--- config.mk ---
export PLATFORM = sky130hd
export DESIGN_NAME = mouse_cursor_top
export DESIGN_NICKNAME = d
export VERILOG_FILES = /design/src/rtl/mouse_pkg.sv /design/src/rtl/beam_if.sv /design/src/rtl/mouse_packet_if.sv /design/src/rtl/crosshair_overlay.sv /design/src/rtl/cursor_accumulator.sv /design/src/rtl/mouse_cursor_top.sv /design/src/rtl/ps2_frame_rx.sv /design/src/rtl/ps2_packet_fsm.sv /design/src/rtl/video_timing.sv
export SDC_FILE = /design/constraint.sdc
export NUM_CORES = 1
export LEC_CHECK = 0
export BUFFER_PORTS_ARGS = -buffer_cell sky130_fd_sc_hd__buf_2
export CORE_MARGIN = 2
export CORE_UTILIZATION = 45
export DETAILED_ROUTE_END_ITERATION = 10
export PLACE_DENSITY = 0.73
export SYNTH_ARGS = -nofsm -noshare
export SYNTH_HDL_FRONTEND = slang
export SYNTH_HIERARCHICAL = 1
export SYNTH_SLANG_ARGS = --single-unit
export TNS_END_PERCENT = 50
--- constraint.sdc ---
create_clock -name clk -period 7.65 [get_ports clk]
set_input_delay 0.3825 -clock clk [delete_from_list [all_inputs] [get_ports clk]]
set_output_delay 0.3825 -clock clk [all_outputs]
set_load 0.005 [all_outputs]
--- src/rtl/mouse_pkg.sv ---
package mouse_pkg;

    // screen coordinate for beam and cursor
    typedef logic [9:0] coord_t;

    // signed movement, sign bit from byte 1 plus the movement byte
    typedef logic [8:0] delta_t;

    typedef logic [7:0] ps2_byte_t;

    // left, right, middle
    typedef logic [2:0] buttons_t;

    typedef enum logic [1:0] {
        wait_b1,
        wait_b2,
        wait_b3,
        emit
    } packet_state_t;

    // equal samples needed before a filtered line changes
    localparam int PS2_FILTER_LEN = 4;
    // start, 8 data, parity, stop
    localparam int PS2_FRAME_BITS = 11;
    // cycles without a clock edge before a partial frame is dropped
    localparam int PS2_TIMEOUT_CYCLES = 1024;

endpackage

--- src/rtl/beam_if.sv ---
`timescale 1ns/1ps

interface beam_if;
    import mouse_pkg::*;

    coord_t x;
    coord_t y;
    logic   hsync;
    logic   vsync;
    logic   blank;

    modport source (output x, output y, output hsync, output vsync, output blank);
    modport sink (input x, input y, input hsync, input vsync, input blank);

endinterface

--- src/rtl/mouse_packet_if.sv ---
`timescale 1ns/1ps

interface mouse_packet_if;
    import mouse_pkg::*;

    logic     valid;
    delta_t   dx;
    delta_t   dy;
    buttons_t buttons;

    modport source (output valid, output dx, output dy, output buttons);
    modport sink (input valid, input dx, input dy, input buttons);

endinterface

--- src/rtl/crosshair_overlay.sv ---
`timescale 1ns/1ps

module crosshair_overlay (
    input  logic              clk,
    input  logic              rst_n,
    input  mouse_pkg::coord_t cursor_x,
    input  mouse_pkg::coord_t cursor_y,
    beam_if.sink              beam,
    output logic              pixel,
    output logic              hsync_out,
    output logic              vsync_out,
    output logic              blank_out
);

    // one stage for the pixel, the same stage for sync and blank
    always_ff @(posedge clk)
    begin
        if (!rst_n)
        begin
            pixel     <= 1'b0;
            hsync_out <= 1'b0;
            vsync_out <= 1'b0;
            blank_out <= 1'b1;
        end
        else
        begin
            // light the cursor row and column inside the active area
            pixel     <= !beam.blank && ((beam.x == cursor_x) || (beam.y == cursor_y));
            hsync_out <= beam.hsync;
            vsync_out <= beam.vsync;
            blank_out <= beam.blank;
        end
    end

endmodule

--- src/rtl/cursor_accumulator.sv ---
`timescale 1ns/1ps

module cursor_accumulator #(
    parameter int H_ACTIVE = 64,
    parameter int V_ACTIVE = 48
) (
    input  logic                clk,
    input  logic                rst_n,
    mouse_packet_if.sink        pkt,
    output mouse_pkg::coord_t   cursor_x,
    output mouse_pkg::coord_t   cursor_y,
    output mouse_pkg::buttons_t buttons,
    output logic                cursor_update
);
    import mouse_pkg::*;

    localparam coord_t X_LIMIT = coord_t'(H_ACTIVE - 1);
    localparam coord_t Y_LIMIT = coord_t'(V_ACTIVE - 1);

    logic signed [11:0] sum_x;
    logic signed [11:0] sum_y;
    coord_t             next_x;
    coord_t             next_y;

    // ps2 up is positive, screen y grows downwards
    assign sum_x = $signed({2'b00, cursor_x}) + $signed({{3{pkt.dx[8]}}, pkt.dx});
    assign sum_y = $signed({2'b00, cursor_y}) - $signed({{3{pkt.dy[8]}}, pkt.dy});

    always_comb
    begin
        if (sum_x < 0)
            next_x = '0;
        else if (sum_x > $signed({2'b00, X_LIMIT}))
            next_x = X_LIMIT;
        else
            next_x = sum_x[9:0];

        if (sum_y < 0)
            next_y = '0;
        else if (sum_y > $signed({2'b00, Y_LIMIT}))
            next_y = Y_LIMIT;
        else
            next_y = sum_y[9:0];
    end

    always_ff @(posedge clk)
    begin
        if (!rst_n)
        begin
            cursor_x      <= coord_t'(H_ACTIVE / 2);
            cursor_y      <= coord_t'(V_ACTIVE / 2);
            buttons       <= '0;
            cursor_update <= 1'b0;
        end
        else
        begin
            cursor_update <= pkt.valid;
            if (pkt.valid)
            begin
                cursor_x <= next_x;
                cursor_y <= next_y;
                buttons  <= pkt.buttons;
            end
        end
    end

endmodule

--- src/rtl/mouse_cursor_top.sv ---
`timescale 1ns/1ps

module mouse_cursor_top #(
    parameter int H_ACTIVE = 64,
    parameter int H_FRONT  = 4,
    parameter int H_SYNC   = 8,
    parameter int H_BACK   = 4,
    parameter int V_ACTIVE = 48,
    parameter int V_FRONT  = 2,
    parameter int V_SYNC   = 2,
    parameter int V_BACK   = 2
) (
    input  logic                clk,
    input  logic                rst_n,
    input  logic                ps2_clk,
    input  logic                ps2_data,
    output mouse_pkg::coord_t   cursor_x,
    output mouse_pkg::coord_t   cursor_y,
    output mouse_pkg::buttons_t buttons,
    output logic                cursor_update,
    output logic                pixel,
    output logic                hsync,
    output logic                vsync,
    output logic                blank
);
    import mouse_pkg::*;

    ps2_byte_t rx_byte;
    logic      rx_strobe;
    logic      rx_error;

    mouse_packet_if pkt_bus ();
    beam_if         beam_bus ();

    // receive path, mouse is assumed to be streaming already
    ps2_frame_rx u_frame_rx (
        .clk      (clk),
        .rst_n    (rst_n),
        .ps2_clk  (ps2_clk),
        .ps2_data (ps2_data),
        .rx_byte  (rx_byte),
        .rx_strobe(rx_strobe),
        .rx_error (rx_error)
    );

    ps2_packet_fsm u_packet_fsm (
        .clk      (clk),
        .rst_n    (rst_n),
        .rx_byte  (rx_byte),
        .rx_strobe(rx_strobe),
        .rx_error (rx_error),
        .pkt      (pkt_bus.source)
    );

    cursor_accumulator #(
        .H_ACTIVE(H_ACTIVE),
        .V_ACTIVE(V_ACTIVE)
    ) u_accumulator (
        .clk          (clk),
        .rst_n        (rst_n),
        .pkt          (pkt_bus.sink),
        .cursor_x     (cursor_x),
        .cursor_y     (cursor_y),
        .buttons      (buttons),
        .cursor_update(cursor_update)
    );

    // video path
    video_timing #(
        .H_ACTIVE(H_ACTIVE),
        .H_FRONT (H_FRONT),
        .H_SYNC  (H_SYNC),
        .H_BACK  (H_BACK),
        .V_ACTIVE(V_ACTIVE),
        .V_FRONT (V_FRONT),
        .V_SYNC  (V_SYNC),
        .V_BACK  (V_BACK)
    ) u_timing (
        .clk  (clk),
        .rst_n(rst_n),
        .beam (beam_bus.source)
    );

    crosshair_overlay u_overlay (
        .clk      (clk),
        .rst_n    (rst_n),
        .cursor_x (cursor_x),
        .cursor_y (cursor_y),
        .beam     (beam_bus.sink),
        .pixel    (pixel),
        .hsync_out(hsync),
        .vsync_out(vsync),
        .blank_out(blank)
    );

endmodule

--- src/rtl/ps2_frame_rx.sv ---
`timescale 1ns/1ps

module ps2_frame_rx (
    input  logic                 clk,
    input  logic                 rst_n,
    input  logic                 ps2_clk,
    input  logic                 ps2_data,
    output mouse_pkg::ps2_byte_t rx_byte,
    output logic                 rx_strobe,
    output logic                 rx_error
);
    import mouse_pkg::*;

    localparam int IDLE_W = $clog2(PS2_TIMEOUT_CYCLES);

    logic [1:0]                clk_sync;
    logic [1:0]                data_sync;
    logic [PS2_FILTER_LEN-1:0] clk_hist;
    logic [PS2_FILTER_LEN-1:0] data_hist;
    logic                      clk_filt;
    logic                      data_filt;
    logic                      fall;
    logic                      last_bit;
    logic                      frame_ok;
    logic [9:0]                shift;
    logic [3:0]                bit_cnt;
    logic [IDLE_W-1:0]         idle_cnt;

    // two flop synchronizer feeding a sample history per line
    always_ff @(posedge clk)
    begin
        if (!rst_n)
        begin
            clk_sync  <= 2'b11;
            data_sync <= 2'b11;
            clk_hist  <= '1;
            data_hist <= '1;
        end
        else
        begin
            clk_sync  <= {clk_sync[0], ps2_clk};
            data_sync <= {data_sync[0], ps2_data};
            clk_hist  <= {clk_hist[PS2_FILTER_LEN-2:0], clk_sync[1]};
            data_hist <= {data_hist[PS2_FILTER_LEN-2:0], data_sync[1]};
        end
    end

    // filtered level only moves once every sample agrees
    always_ff @(posedge clk)
    begin
        if (!rst_n)
        begin
            clk_filt  <= 1'b1;
            data_filt <= 1'b1;
        end
        else
        begin
            if (&clk_hist)
                clk_filt <= 1'b1;
            else if (~|clk_hist)
                clk_filt <= 1'b0;
            if (&data_hist)
                data_filt <= 1'b1;
            else if (~|data_hist)
                data_filt <= 1'b0;
        end
    end

    assign fall     = clk_filt && (clk_hist == '0);
    assign last_bit = (bit_cnt == 4'(PS2_FRAME_BITS - 1));

    // shift holds start at bit 0, data in 8:1, parity at 9; stop is the current sample
    assign frame_ok = !shift[0] && data_filt && (^shift[9:1]);

    always_ff @(posedge clk)
    begin
        if (fall)
        begin
            shift <= {data_filt, shift[9:1]};
            if (last_bit)
                rx_byte <= shift[8:1];
        end
    end

    always_ff @(posedge clk)
    begin
        if (!rst_n)
        begin
            bit_cnt   <= '0;
            idle_cnt  <= '0;
            rx_strobe <= 1'b0;
            rx_error  <= 1'b0;
        end
        else
        begin
            rx_strobe <= 1'b0;
            rx_error  <= 1'b0;
            if (fall)
            begin
                idle_cnt <= '0;
                if (last_bit)
                begin
                    bit_cnt   <= '0;
                    rx_strobe <= frame_ok;
                    rx_error  <= !frame_ok;
                end
                else
                begin
                    bit_cnt <= bit_cnt + 4'd1;
                end
            end
            else if (bit_cnt != '0)
            begin
                // stalled frame, drop it so the next start bit lines up
                if (idle_cnt == '1)
                begin
                    bit_cnt  <= '0;
                    idle_cnt <= '0;
                end
                else
                begin
                    idle_cnt <= idle_cnt + 1'b1;
                end
            end
        end
    end

endmodule

--- src/rtl/ps2_packet_fsm.sv ---
`timescale 1ns/1ps

module ps2_packet_fsm (
    input  logic                 clk,
    input  logic                 rst_n,
    input  mouse_pkg::ps2_byte_t rx_byte,
    input  logic                 rx_strobe,
    input  logic                 rx_error,
    mouse_packet_if.source       pkt
);
    import mouse_pkg::*;

    packet_state_t state;
    ps2_byte_t     byte1;
    ps2_byte_t     byte2;

    always_ff @(posedge clk)
    begin
        if (!rst_n)
        begin
            state <= wait_b1;
        end
        else if (rx_error)
        begin
            // bad frame, throw away the partial packet
            state <= wait_b1;
        end
        else
        begin
            case (state)
                wait_b1:
                begin
                    // bit 3 is always set in a first byte
                    if (rx_strobe && rx_byte[3])
                        state <= wait_b2;
                end
                wait_b2:
                begin
                    if (rx_strobe)
                        state <= wait_b3;
                end
                wait_b3:
                begin
                    if (rx_strobe)
                        state <= emit;
                end
                default:
                begin
                    state <= wait_b1;
                end
            endcase
        end
    end

    always_ff @(posedge clk)
    begin
        if (rx_strobe && state == wait_b1)
            byte1 <= rx_byte;
        if (rx_strobe && state == wait_b2)
            byte2 <= rx_byte;
    end

    // third byte is still held in rx_byte during emit
    assign pkt.valid   = (state == emit);
    assign pkt.dx      = byte1[6] ? delta_t'(0) : {byte1[4], byte2};
    assign pkt.dy      = byte1[7] ? delta_t'(0) : {byte1[5], rx_byte};
    assign pkt.buttons = byte1[2:0];

endmodule

--- src/rtl/video_timing.sv ---
`timescale 1ns/1ps

module video_timing #(
    parameter int H_ACTIVE = 64,
    parameter int H_FRONT  = 4,
    parameter int H_SYNC   = 8,
    parameter int H_BACK   = 4,
    parameter int V_ACTIVE = 48,
    parameter int V_FRONT  = 2,
    parameter int V_SYNC   = 2,
    parameter int V_BACK   = 2
) (
    input  logic   clk,
    input  logic   rst_n,
    beam_if.source beam
);
    import mouse_pkg::*;

    localparam int H_TOTAL      = H_ACTIVE + H_FRONT + H_SYNC + H_BACK;
    localparam int V_TOTAL      = V_ACTIVE + V_FRONT + V_SYNC + V_BACK;
    localparam int H_SYNC_START = H_ACTIVE + H_FRONT;
    localparam int V_SYNC_START = V_ACTIVE + V_FRONT;

    coord_t h_cnt;
    coord_t v_cnt;

    always_ff @(posedge clk)
    begin
        if (!rst_n)
        begin
            h_cnt <= '0;
            v_cnt <= '0;
        end
        else if (h_cnt == coord_t'(H_TOTAL - 1))
        begin
            h_cnt <= '0;
            if (v_cnt == coord_t'(V_TOTAL - 1))
                v_cnt <= '0;
            else
                v_cnt <= v_cnt + 1'b1;
        end
        else
        begin
            h_cnt <= h_cnt + 1'b1;
        end
    end

    assign beam.x     = h_cnt;
    assign beam.y     = v_cnt;
    assign beam.blank = (h_cnt >= coord_t'(H_ACTIVE)) || (v_cnt >= coord_t'(V_ACTIVE));

    // both syncs are active high
    assign beam.hsync = (h_cnt >= coord_t'(H_SYNC_START)) &&
                        (h_cnt < coord_t'(H_SYNC_START + H_SYNC));
    assign beam.vsync = (v_cnt >= coord_t'(V_SYNC_START)) &&
                        (v_cnt < coord_t'(V_SYNC_START + V_SYNC));

endmodule
; ---- Word level (Yosys, flattened, before mapping)
; Cells that the tools add are included.
[totals]
regBits = 114
in_bits = 4
elab_cells = 103
output_inout_bits = 28
[classes]
mux = 16
eq_ne = 12
add_sub_neg = 6
bitwise_logic = 1
reduce_logical = 33
magnitude_cmp = 10
[op_table]
columns = operator, count
row1 = 2-to-1 mux 10 bit, 6
row2 = "adder 10 x 1 -> 10 bit, second input constant", 3
row3 = "greater-than comparator 12 x 7 -> 1 bit, second input constant", 2
row4 = "< comparator 12 x 1 -> 1 bit, second input constant", 2
row5 = equality test 10 bit, 2
row6 = ">= comparator 10 x 6 -> 1 bit, second input constant", 2
row7 = ">= comparator 10 x 7 -> 1 bit, second input constant", 2
row8 = 2-to-1 mux 9 bit, 2
row9 = 2-to-1 mux 4 bit, 4
row10 = adder 11 x 9 -> 12 bit, 1
row11 = subtractor 11 x 9 -> 12 bit, 1
row12 = "equality test 10 bit, second input constant", 1
row13 = "equality test 10 x 6 -> 1 bit, second input constant", 1
row14 = "equality test 10 x 7 -> 1 bit, second input constant", 1
row15 = "< comparator 10 x 6 -> 1 bit, second input constant", 1
row16 = "< comparator 10 x 7 -> 1 bit, second input constant", 1
row17 = OR reduction 2 bit, 5
row18 = logical AND 1 bit, 9
row19 = XOR reduction 9 bit, 1
row20 = AND reduction 4 bit, 2
row21 = OR reduction 4 bit, 2
row22 = 2-to-1 mux 2 bit, 3
row23 = one-hot mux 2 bit (3 select lines), 1
row24 = AND reduction 3 bit, 2
row25 = 14 further kinds, 21

; ---- Logic depth before layout (Yosys ltp)
; Gate-level depths: netlist of run 1.
[logic_depth]
depth_word = 5
mapped_depth = 11
mapped_depth_nobuf = 11

; ---- Cells and area by module
; Netlist of run 1, hierarchy kept.
[by_module_without_submodules]
columns = mod, n_inst, seq_area_each_um2, cells_per_inst, area_each_um2
row1 = cursor_accumulator, 1, 480.5, 231, 1973.1
row2 = ps2_frame_rx, 1, 1141.1, 146, 1809.2
row3 = video_timing, 1, 400.4, 115, 1013.5
row4 = ps2_packet_fsm, 1, 490.5, 58, 789.5
row5 = crosshair_overlay, 1, 80.1, 35, 321.6

; ---- Worst setup path before layout of run 1
; Ideal clock, no wire load.
[synth_path]
path_kind = register to register
from = register u_packet_fsm.byte1[7]
to = register u_accumulator.cursor_y[0]
arrival_time_ns = 2.557
period_less_slack_ns = 2.702
setup_slack_ns = 4.948
stages_incl_launch_ff = 12
setup_time_ns = 0.145
path_cell_list = edfxtp_1 -> nor2b_1 -> ha_1 -> inv_1 -> fa_1 -> a21o_1 -> a221oi_2 -> o211ai_1 -> o21ai_0 -> o211ai_1 -> o311ai_1 -> nand3_1
[synth_between]
elab_chain_len = 5
elab_cells_between_ends = 6
classes_between = add/sub: 1 / order compare: 2 / mux: 3
[synth_rtl]
columns = item, line
row1 = start: declaration, ps2_packet_fsm.sv:14  ; ps2_byte_t byte1;
row2 = start signal: assignment, ps2_packet_fsm.sv:58  ; byte1 <= rx_byte;
row3 = 2-to-1 mux 9 bit *, ps2_packet_fsm.sv:66  ; assign pkt.dy = byte1[7] ? delta_t'(0) : {byte1[5], rx_byte};
row4 = named net pkt_bus.dy[0], mouse_packet_if.sv:8  ; delta_t dy;
row5 = subtractor 11 x 9 -> 12 bit *, cursor_accumulator.sv:27  ; assign sum_y = $signed({2'b00, cursor_y}) - $signed({{3{pkt.dy[8]}}, pkt.dy});
row6 = greater-than comparator 12 x 7 -> 1 bit, cursor_accumulator.sv:40  ; else if (sum_y > $signed({2'b00, Y_LIMIT}))
row7 = 2-to-1 mux 10 bit, cursor_accumulator.sv:40
row8 = 2-to-1 mux 10 bit *, cursor_accumulator.sv:38  ; if (sum_y < 0)
row9 = end signal: assignment, cursor_accumulator.sv:51  ; cursor_y <= coord_t'(V_ACTIVE / 2);
row10 = end signal: assignment, cursor_accumulator.sv:61  ; cursor_y <= next_y;
row11 = end: declaration, cursor_accumulator.sv:11  ; output mouse_pkg::coord_t cursor_y,
; The timed path passes the listed nets; every way through them passes the cells marked *.
; A chain may end at the register's enable or synchronous reset.

; ---- Worst setup path in the final report of run 1
[layout_path]
from = register u_packet_fsm.byte1[7]
to = register u_accumulator.cursor_y[2]
; Same word-level chain as after synthesis.

==> flow_summary.toml, run 1 <==
[timing]
worstMarginPinSlew_ps = 1010
slew_headroom_pct = 32.7
fin_crit_ps = 3100
slew_viol_final = 0
fmax_mhz = 322
fin_crit_sh_pct = 40.5
hold_viol = 0
finClkSkew_ps = 7.43
rsz0062_at_grt = "no"
setup_viol = 0
finalSetupTns_ps = 0

[clock_tree]
cts_tree = "done"
h-tree-depth = 4
clk_pin_slew_ps = 50
numCtsBuffers = 17
ctsHoldBuffers = 0
cts_root_buf = "clkbuf_16"
post_cts_resized = 0
worstSkewPairLatency_ps = 410
cts_max_path_buffers = 2
clock-sinks = 113
cts_setup_buffers = 0

[hold_path]
hp-class = "in2reg"

[route]
wl_per_cell_um = 14.5
vias_per_cell = 5.39
drc = 0
drtIter0Drc = 305
totalWireLength_mm = 11.8
ant_nets = 0
vias = 4359
firstDrtPassIters = 4

[worst_setup_path]
cpMostUsedCell = "o211ai_1"
slowest_delay_ps = 540
cp-start-kind = "flop"
worstPathBufferInverterCount = 1
cp_cell_sequence = "nor2b_1 > ha_1 > inv_1 > fa_1 > a21o_1 > a221oi_2 > o211ai_1 > o21ai_0 > o211ai_1 > o311ai_1 > nand3_1"
endpoint_kind = "flop"
crit_family = "compound AO/OA/AOI/OAI gates"
crit_type = "reg2reg"
crit_required_ps = 7920
cp_slowest_cell = "o311ai_1"
worst_ep_arrival_time_ps = 3370
critical_path_peak_fanout = 9

[die]
io_pins = 32
initial_core_util_pct = 46.4
row_count = 41
dieArea_mm2 = 0.0141
die_w_um = 119
fp.dieH_um = 119
core_area_mm2 = 0.0127

[synthesis]
synthCells = 585
ys_async_sr_fraction_pct = 0
ys_types = 81
synth_edf_count = 33
synth-seq-cells = 113
synth_seq_area_share_pct = 43.9
syn-num-nets = 628
synth-main-ff-cell = "dfxtp_1"
yosys_warnings = 6
synth_area_mm2 = 0.00591
syn_avg_cell_area_um2 = 10.1

[global_route]
grt_max_degree = 37
antenna_found_initial = 0
grt_pass1_wl_mm = 19.6
grt_overflow = 0
grt_pass1_vias = 4212
grt_use_total_pct = 17.2

[placed_design]
numPortBuffers = 31
hpwl_mm = 8.50
gp_congestion = 0.851

[job]
drv_cap = 0

[pwr]
p_leak_nw = 2.73
pwr-share-comb_pct = 2.1
switching_power_mw = 0.316
powerDensity_mw_per_mm2 = 210
vdd_ir_drop_max_v = 0.000156
swShare_pct = 22.1
p_seq_share_pct = 43.5
p_clk_share_pct = 54.4
p_int_mw = 1.11

[finish]
layout_commonest_cell = "dfxtp_1"
nFillCells = 1149
final_core_util_pct = 53.6
n_antenna_cell = 0
seq_area_mm2 = 0.00259
final_cell_mix = "80 x dfxtp_1, 39 x inv_1, 37 x ha_1"
drive_above_1_share_pct = 13.8
multi_input_area_mm2 = 0.00311
nets = 667
area_growth_pct = 15.4

[status]
status = "finished, final reports clean"
==> cell families (layout without fill, tap and decap cells) <==
logic type | count (synthesis) | count (layout) | share of synthesized area (%)
and+or+nand+nor | 205 | 205 | 20.2
AOI/OAI and AO/OA | 116 | 116 | 14.3
DFF | 113 | 113 | 43.9
xor gates and xnor gates | 57 | 57 | 8.68
buffers and inverters | 50 | 102 | 3.52
adders and majority gates | 39 | 39 | 8.52
muxes | 5 | 5 | 0.868
==> metrics by stage <==
stage | setup slack, ps | hold WS (ps) | cells | area, um^2 | power (mW)
5_1_grt | 4280 | 145 | 809 | 6820 | 1.47
3_3_place_gp | 4770 | 389 | 777 | 6220 | 0.661
2_1_floorplan | 4950 | 386 | 585 | 5910 | 0.655
4_1_cts | 4600 | 132 | 809 | 6820 | 1.44
6_report | 4550 | 148 | 809 | 6820 | 1.43
3_5_place_dp | 4620 | 400 | 777 | 6220 | 0.664
==> path summary, 6_finish.rpt <==
check                           from                   endpoint  slack [ps]  depth (start not counted)
max            u_packet_fsm/byte1[7]  u_accumulator/cursor_y[2]        4550                         11
min                          ps2_clk     u_frame_rx/clk_sync[0]         150                          2
max reg2reg    u_packet_fsm/byte1[7]  u_accumulator/cursor_y[2]        4550                         11
min reg2reg  u_frame_rx/data_sync[1]    u_frame_rx/data_hist[0]         410                          1
==> area by class of cell <==
class / instances / share of cell area [%]
Timing Repair Buffer: 31 / 2.28
Multi-Input combinational cell: 422 / 45.6
Tap cell: 172 / 3.16
Sequential cell: 113 / 38.0
Inverter: 39 / 2.15
Clock buffer: 21 / 7.54
Clock inverter: 11 / 1.28
==> state kept, by name (all words and copies together), names as in the netlist, 3 cells and up <==
signal                  cells
u_accumulator/cursor_y     10
u_accumulator/cursor_x     10
u_packet_fsm/byte1          7
u_accumulator/buttons       3
u_frame_rx/idle_cnt        10
u_timing/beam.y            10
u_frame_rx/clk_hist         4
u_timing/beam.x            10
u_frame_rx/data_hist        4
u_packet_fsm/byte2          8
u_frame_rx/bit_cnt          4
u_frame_rx/rx_byte          8
u_frame_rx/shift           10
==> power by group through the flow <==
stage | combinational, mW | sequential, mW | clock [mW]
CTS | 0.0292 | 0.622 | 0.789
finish | 0.0293 | 0.623 | 0.778
global route | 0.0328 | 0.623 | 0.816
global placement | 0.0268 | 0.635 | 0
floorplan | 0.0211 | 0.634 | 0
detailed placement | 0.0291 | 0.635 | 0
==> Yosys cell counts (9+ instances only) <==
master / count / share of area [%]
dfxtp_1: 80 / 27
nand3_1: 19 / 1.6
and2_1: 17 / 1.8
a21oi_1: 23 / 1.9
nor2b_1: 26 / 2.8
or3_1: 11 / 1.2
nor2_1: 36 / 2.3
nor4_1: 9 / 0.95
ha_1: 37 / 7.8
nand2b_1: 18 / 1.9
nor3_1: 9 / 0.76
xor2_1: 22 / 3.3
nand2_1: 19 / 1.2
inv_1: 39 / 2.5
o21ai_0: 23 / 1.9
edfxtp_1: 33 / 17
nand4_1: 11 / 1.2
xnor2_1: 34 / 5.0
==> metal layers <==
metal	vias up	GRT usage [%]	routed length (um)	part of all wire (%)
met5	-	0	0	0
met4	0	6.77	184	1.6
met3	18	4.54	529	4.5
met2	105	30.0	5980	51
met1	2060	20.1	5060	43
li1	2176	-	-	-
Note: power is estimated with default switching activity, not from simulation.
==> run 2: changes to the inputs <==
Settings changed: PLACE_DENSITY 0.73 to 0.75.
Clock period 7.65 ns to 2.6 ns, I/O delays scaled along.
==> run 2 against run 1 <==
Net effect:
- via count up 7.2%
- utilization up 4.4 points
- the flow now finishes with violations (setup timing)
- critical path type unchanged
- maximum frequency increased by 6.8%
- die area is the same
- largest power group unchanged
- cell count increased by 7.3%
- critical endpoint unchanged
- critical path depth increased by 1
==> flow_summary.toml, run 2 (synthesis gave the netlist of run 1 again) <==
[worst_setup_path]
critical_path_peak_fanout = 5
cp_slowest_cell = "edfxtp_1"
crit_type = "reg2reg"
slowest_delay_ps = 450
cp_cell_sequence = "nor2b_1 > ha_2 > inv_2 > fa_2 > a21oi_1 > o211ai_1 > a21oi_1 > xor2_1 > o211ai_1 > o311ai_2 > buf_4 > nand3_1"
crit_required_ps = 2880
endpoint_kind = "flop"
worst_ep_arrival_time_ps = 3180
cp-start-kind = "flop"

[route]
totalWireLength_mm = 13.0
drtIter0Drc = 249
vias = 4672
firstDrtPassIters = 4
wl_per_cell_um = 14.9
drc = 0
vias_per_cell = 5.38
ant_nets = 0

[pwr]
powerDensity_mw_per_mm2 = 571
p_total_mw = 4.21
p_leak_nw = 3.03
vdd_ir_drop_max_v = 0.000438

[clock_tree]
numCtsBuffers = 17
cts_root_buf = "clkbuf_16"
clock-sinks = 113
h-tree-depth = 4
clk_pin_slew_ps = 60
cts_tree = "done"
cts_max_path_buffers = 2
worstSkewPairLatency_ps = 420

[timing]
fin_hold_ws_ps = 62.2
hold_viol = 0
slew_headroom_pct = 29.5
slew_viol_final = 0
fin_crit_sh_pct = 112
fmax_mhz = 344
setup_viol = 11
finClkSkew_ps = 7.61
fin_crit_ps = 2910
rsz0062_at_grt = "yes"
worst_slack_ps = -305
worstMarginPinSlew_ps = 1060

[finish]
nets = 726
drive_above_1_share_pct = 23.6
area_growth_pct = 24.9
nFillCells = 1069
layout_commonest_cell = "dfxtp_1"
n_antenna_cell = 0
final_cell_mix = "80 x dfxtp_1, 57 x buf_4, 38 x inv_1"
final_core_util_pct = 58.0
instances_no_fill = 868

[placed_design]
gp_congestion = 0.874
dp_slack_ps = -248
hpwl_mm = 9.49
numPortBuffers = 31
placedCellCount = 826

[die]
die_w_um = 119
dieArea_mm2 = 0.0141
core_area_mm2 = 0.0127
row_count = 41
fp.dieH_um = 119
io_pins = 32
initial_core_util_pct = 46.4

[job]
drv_cap = 0

[global_route]
grt_pass1_vias = 4631
grt_use_total_pct = 19.0
antenna_found_initial = 0
grt_pass1_wl_mm = 21.7
grt_overflow = 0
grt_max_degree = 24

[status]
violations = "setup timing"
status = "complete, but fails checks"

[hold_path]
hp-class = "in2reg"
run 2: cell types whose count changed in the layout (fill, tap and decap cells not counted), moves of 3 or more:
cell,previous run,this run
buf_4,0,57
ha_1,37,33
inv_8,0,4
clkbuf_16,20,17
ha_4,0,3
inv_6,4,7
o21ai_0,23,20
o21ai_1,1,4
run 2: what timing repair did:
action | in CTS | in global routing
gates resized for setup | 7 | 15
setup buffers | 3 | 5
hold buffers | 2 | 0
endpoints found under the hold margin | 2 | 0
pin swaps | 3 | 8
endpoints found under the setup margin | 12 | 12
gates cloned | 0 | 0
run 2: final cells by class:
type / instances / area (um^2) / area share, %
Clock inverter: 15 / 163 / 2.20
Timing Repair Buffer: 90 / 603 / 8.18
Sequential cell: 113 / 2590 / 35.1
Clock buffer: 17 / 425 / 5.77
Tap cell: 172 / 215 / 2.92
Multi-Input combinational cell: 422 / 3230 / 43.8
Inverter: 39 / 146 / 1.98
run 2: path summary, 6_finish.rpt:
kind | startpoint | to | slack [ps] | cells after the start
worst max-delay path | u_packet_fsm/byte1[7] | u_accumulator/cursor_y[2] | -310 | 12
worst min-delay path | rst_n | u_accumulator/cursor_y[3] | 60 | 2
worst max register to register | u_packet_fsm/byte1[7] | u_accumulator/cursor_y[2] | -310 | 12
worst min register to register | u_frame_rx/clk_sync[1] | u_frame_rx/clk_hist[0] | 410 | 1
run 2: worst max-delay path, delay by kind of cell (launching register included):
family | cells | cell delay, ps
AO/OA/AOI/OAI | 5 | 1080
XOR/XNOR | 1 | 200
flip-flops | 1 | 450
adder cells (fa/ha/maj) | 2 | 560
buffers and inverters | 2 | 230
AND/OR/NAND/NOR | 2 | 240
run 2: report_power, final:
group | leakage, nW | internal [mW] | switching [mW]
Clock | 0.292 | 1.36 | 0.928
Combinational | 1.79 | 0.0372 | 0.0554
Sequential | 0.945 | 1.82 | 0.0144
Total | 3.03 | 3.22 | 0.998
run 2: per-layer routing:
| layer | track usage (%) | share of wire [%] |
|---|---|---|
| met2 | 33.5 | 52 |
| met1 | 22.5 | 43 |
| met3 | 4.20 | 3.1 |
| met5 | 0 | 0 |
| met4 | 7.29 | 1.8 |
run 2: stage by stage:
step | TNS (ps) | cell area (um^2)
3_5_place_dp | -2160 | 6610
2_1_floorplan | 0 | 5930
6_report | -2160 | 7380
3_3_place_gp | -905 | 6610
4_1_cts | -1680 | 7250
5_1_grt | -4030 | 7380
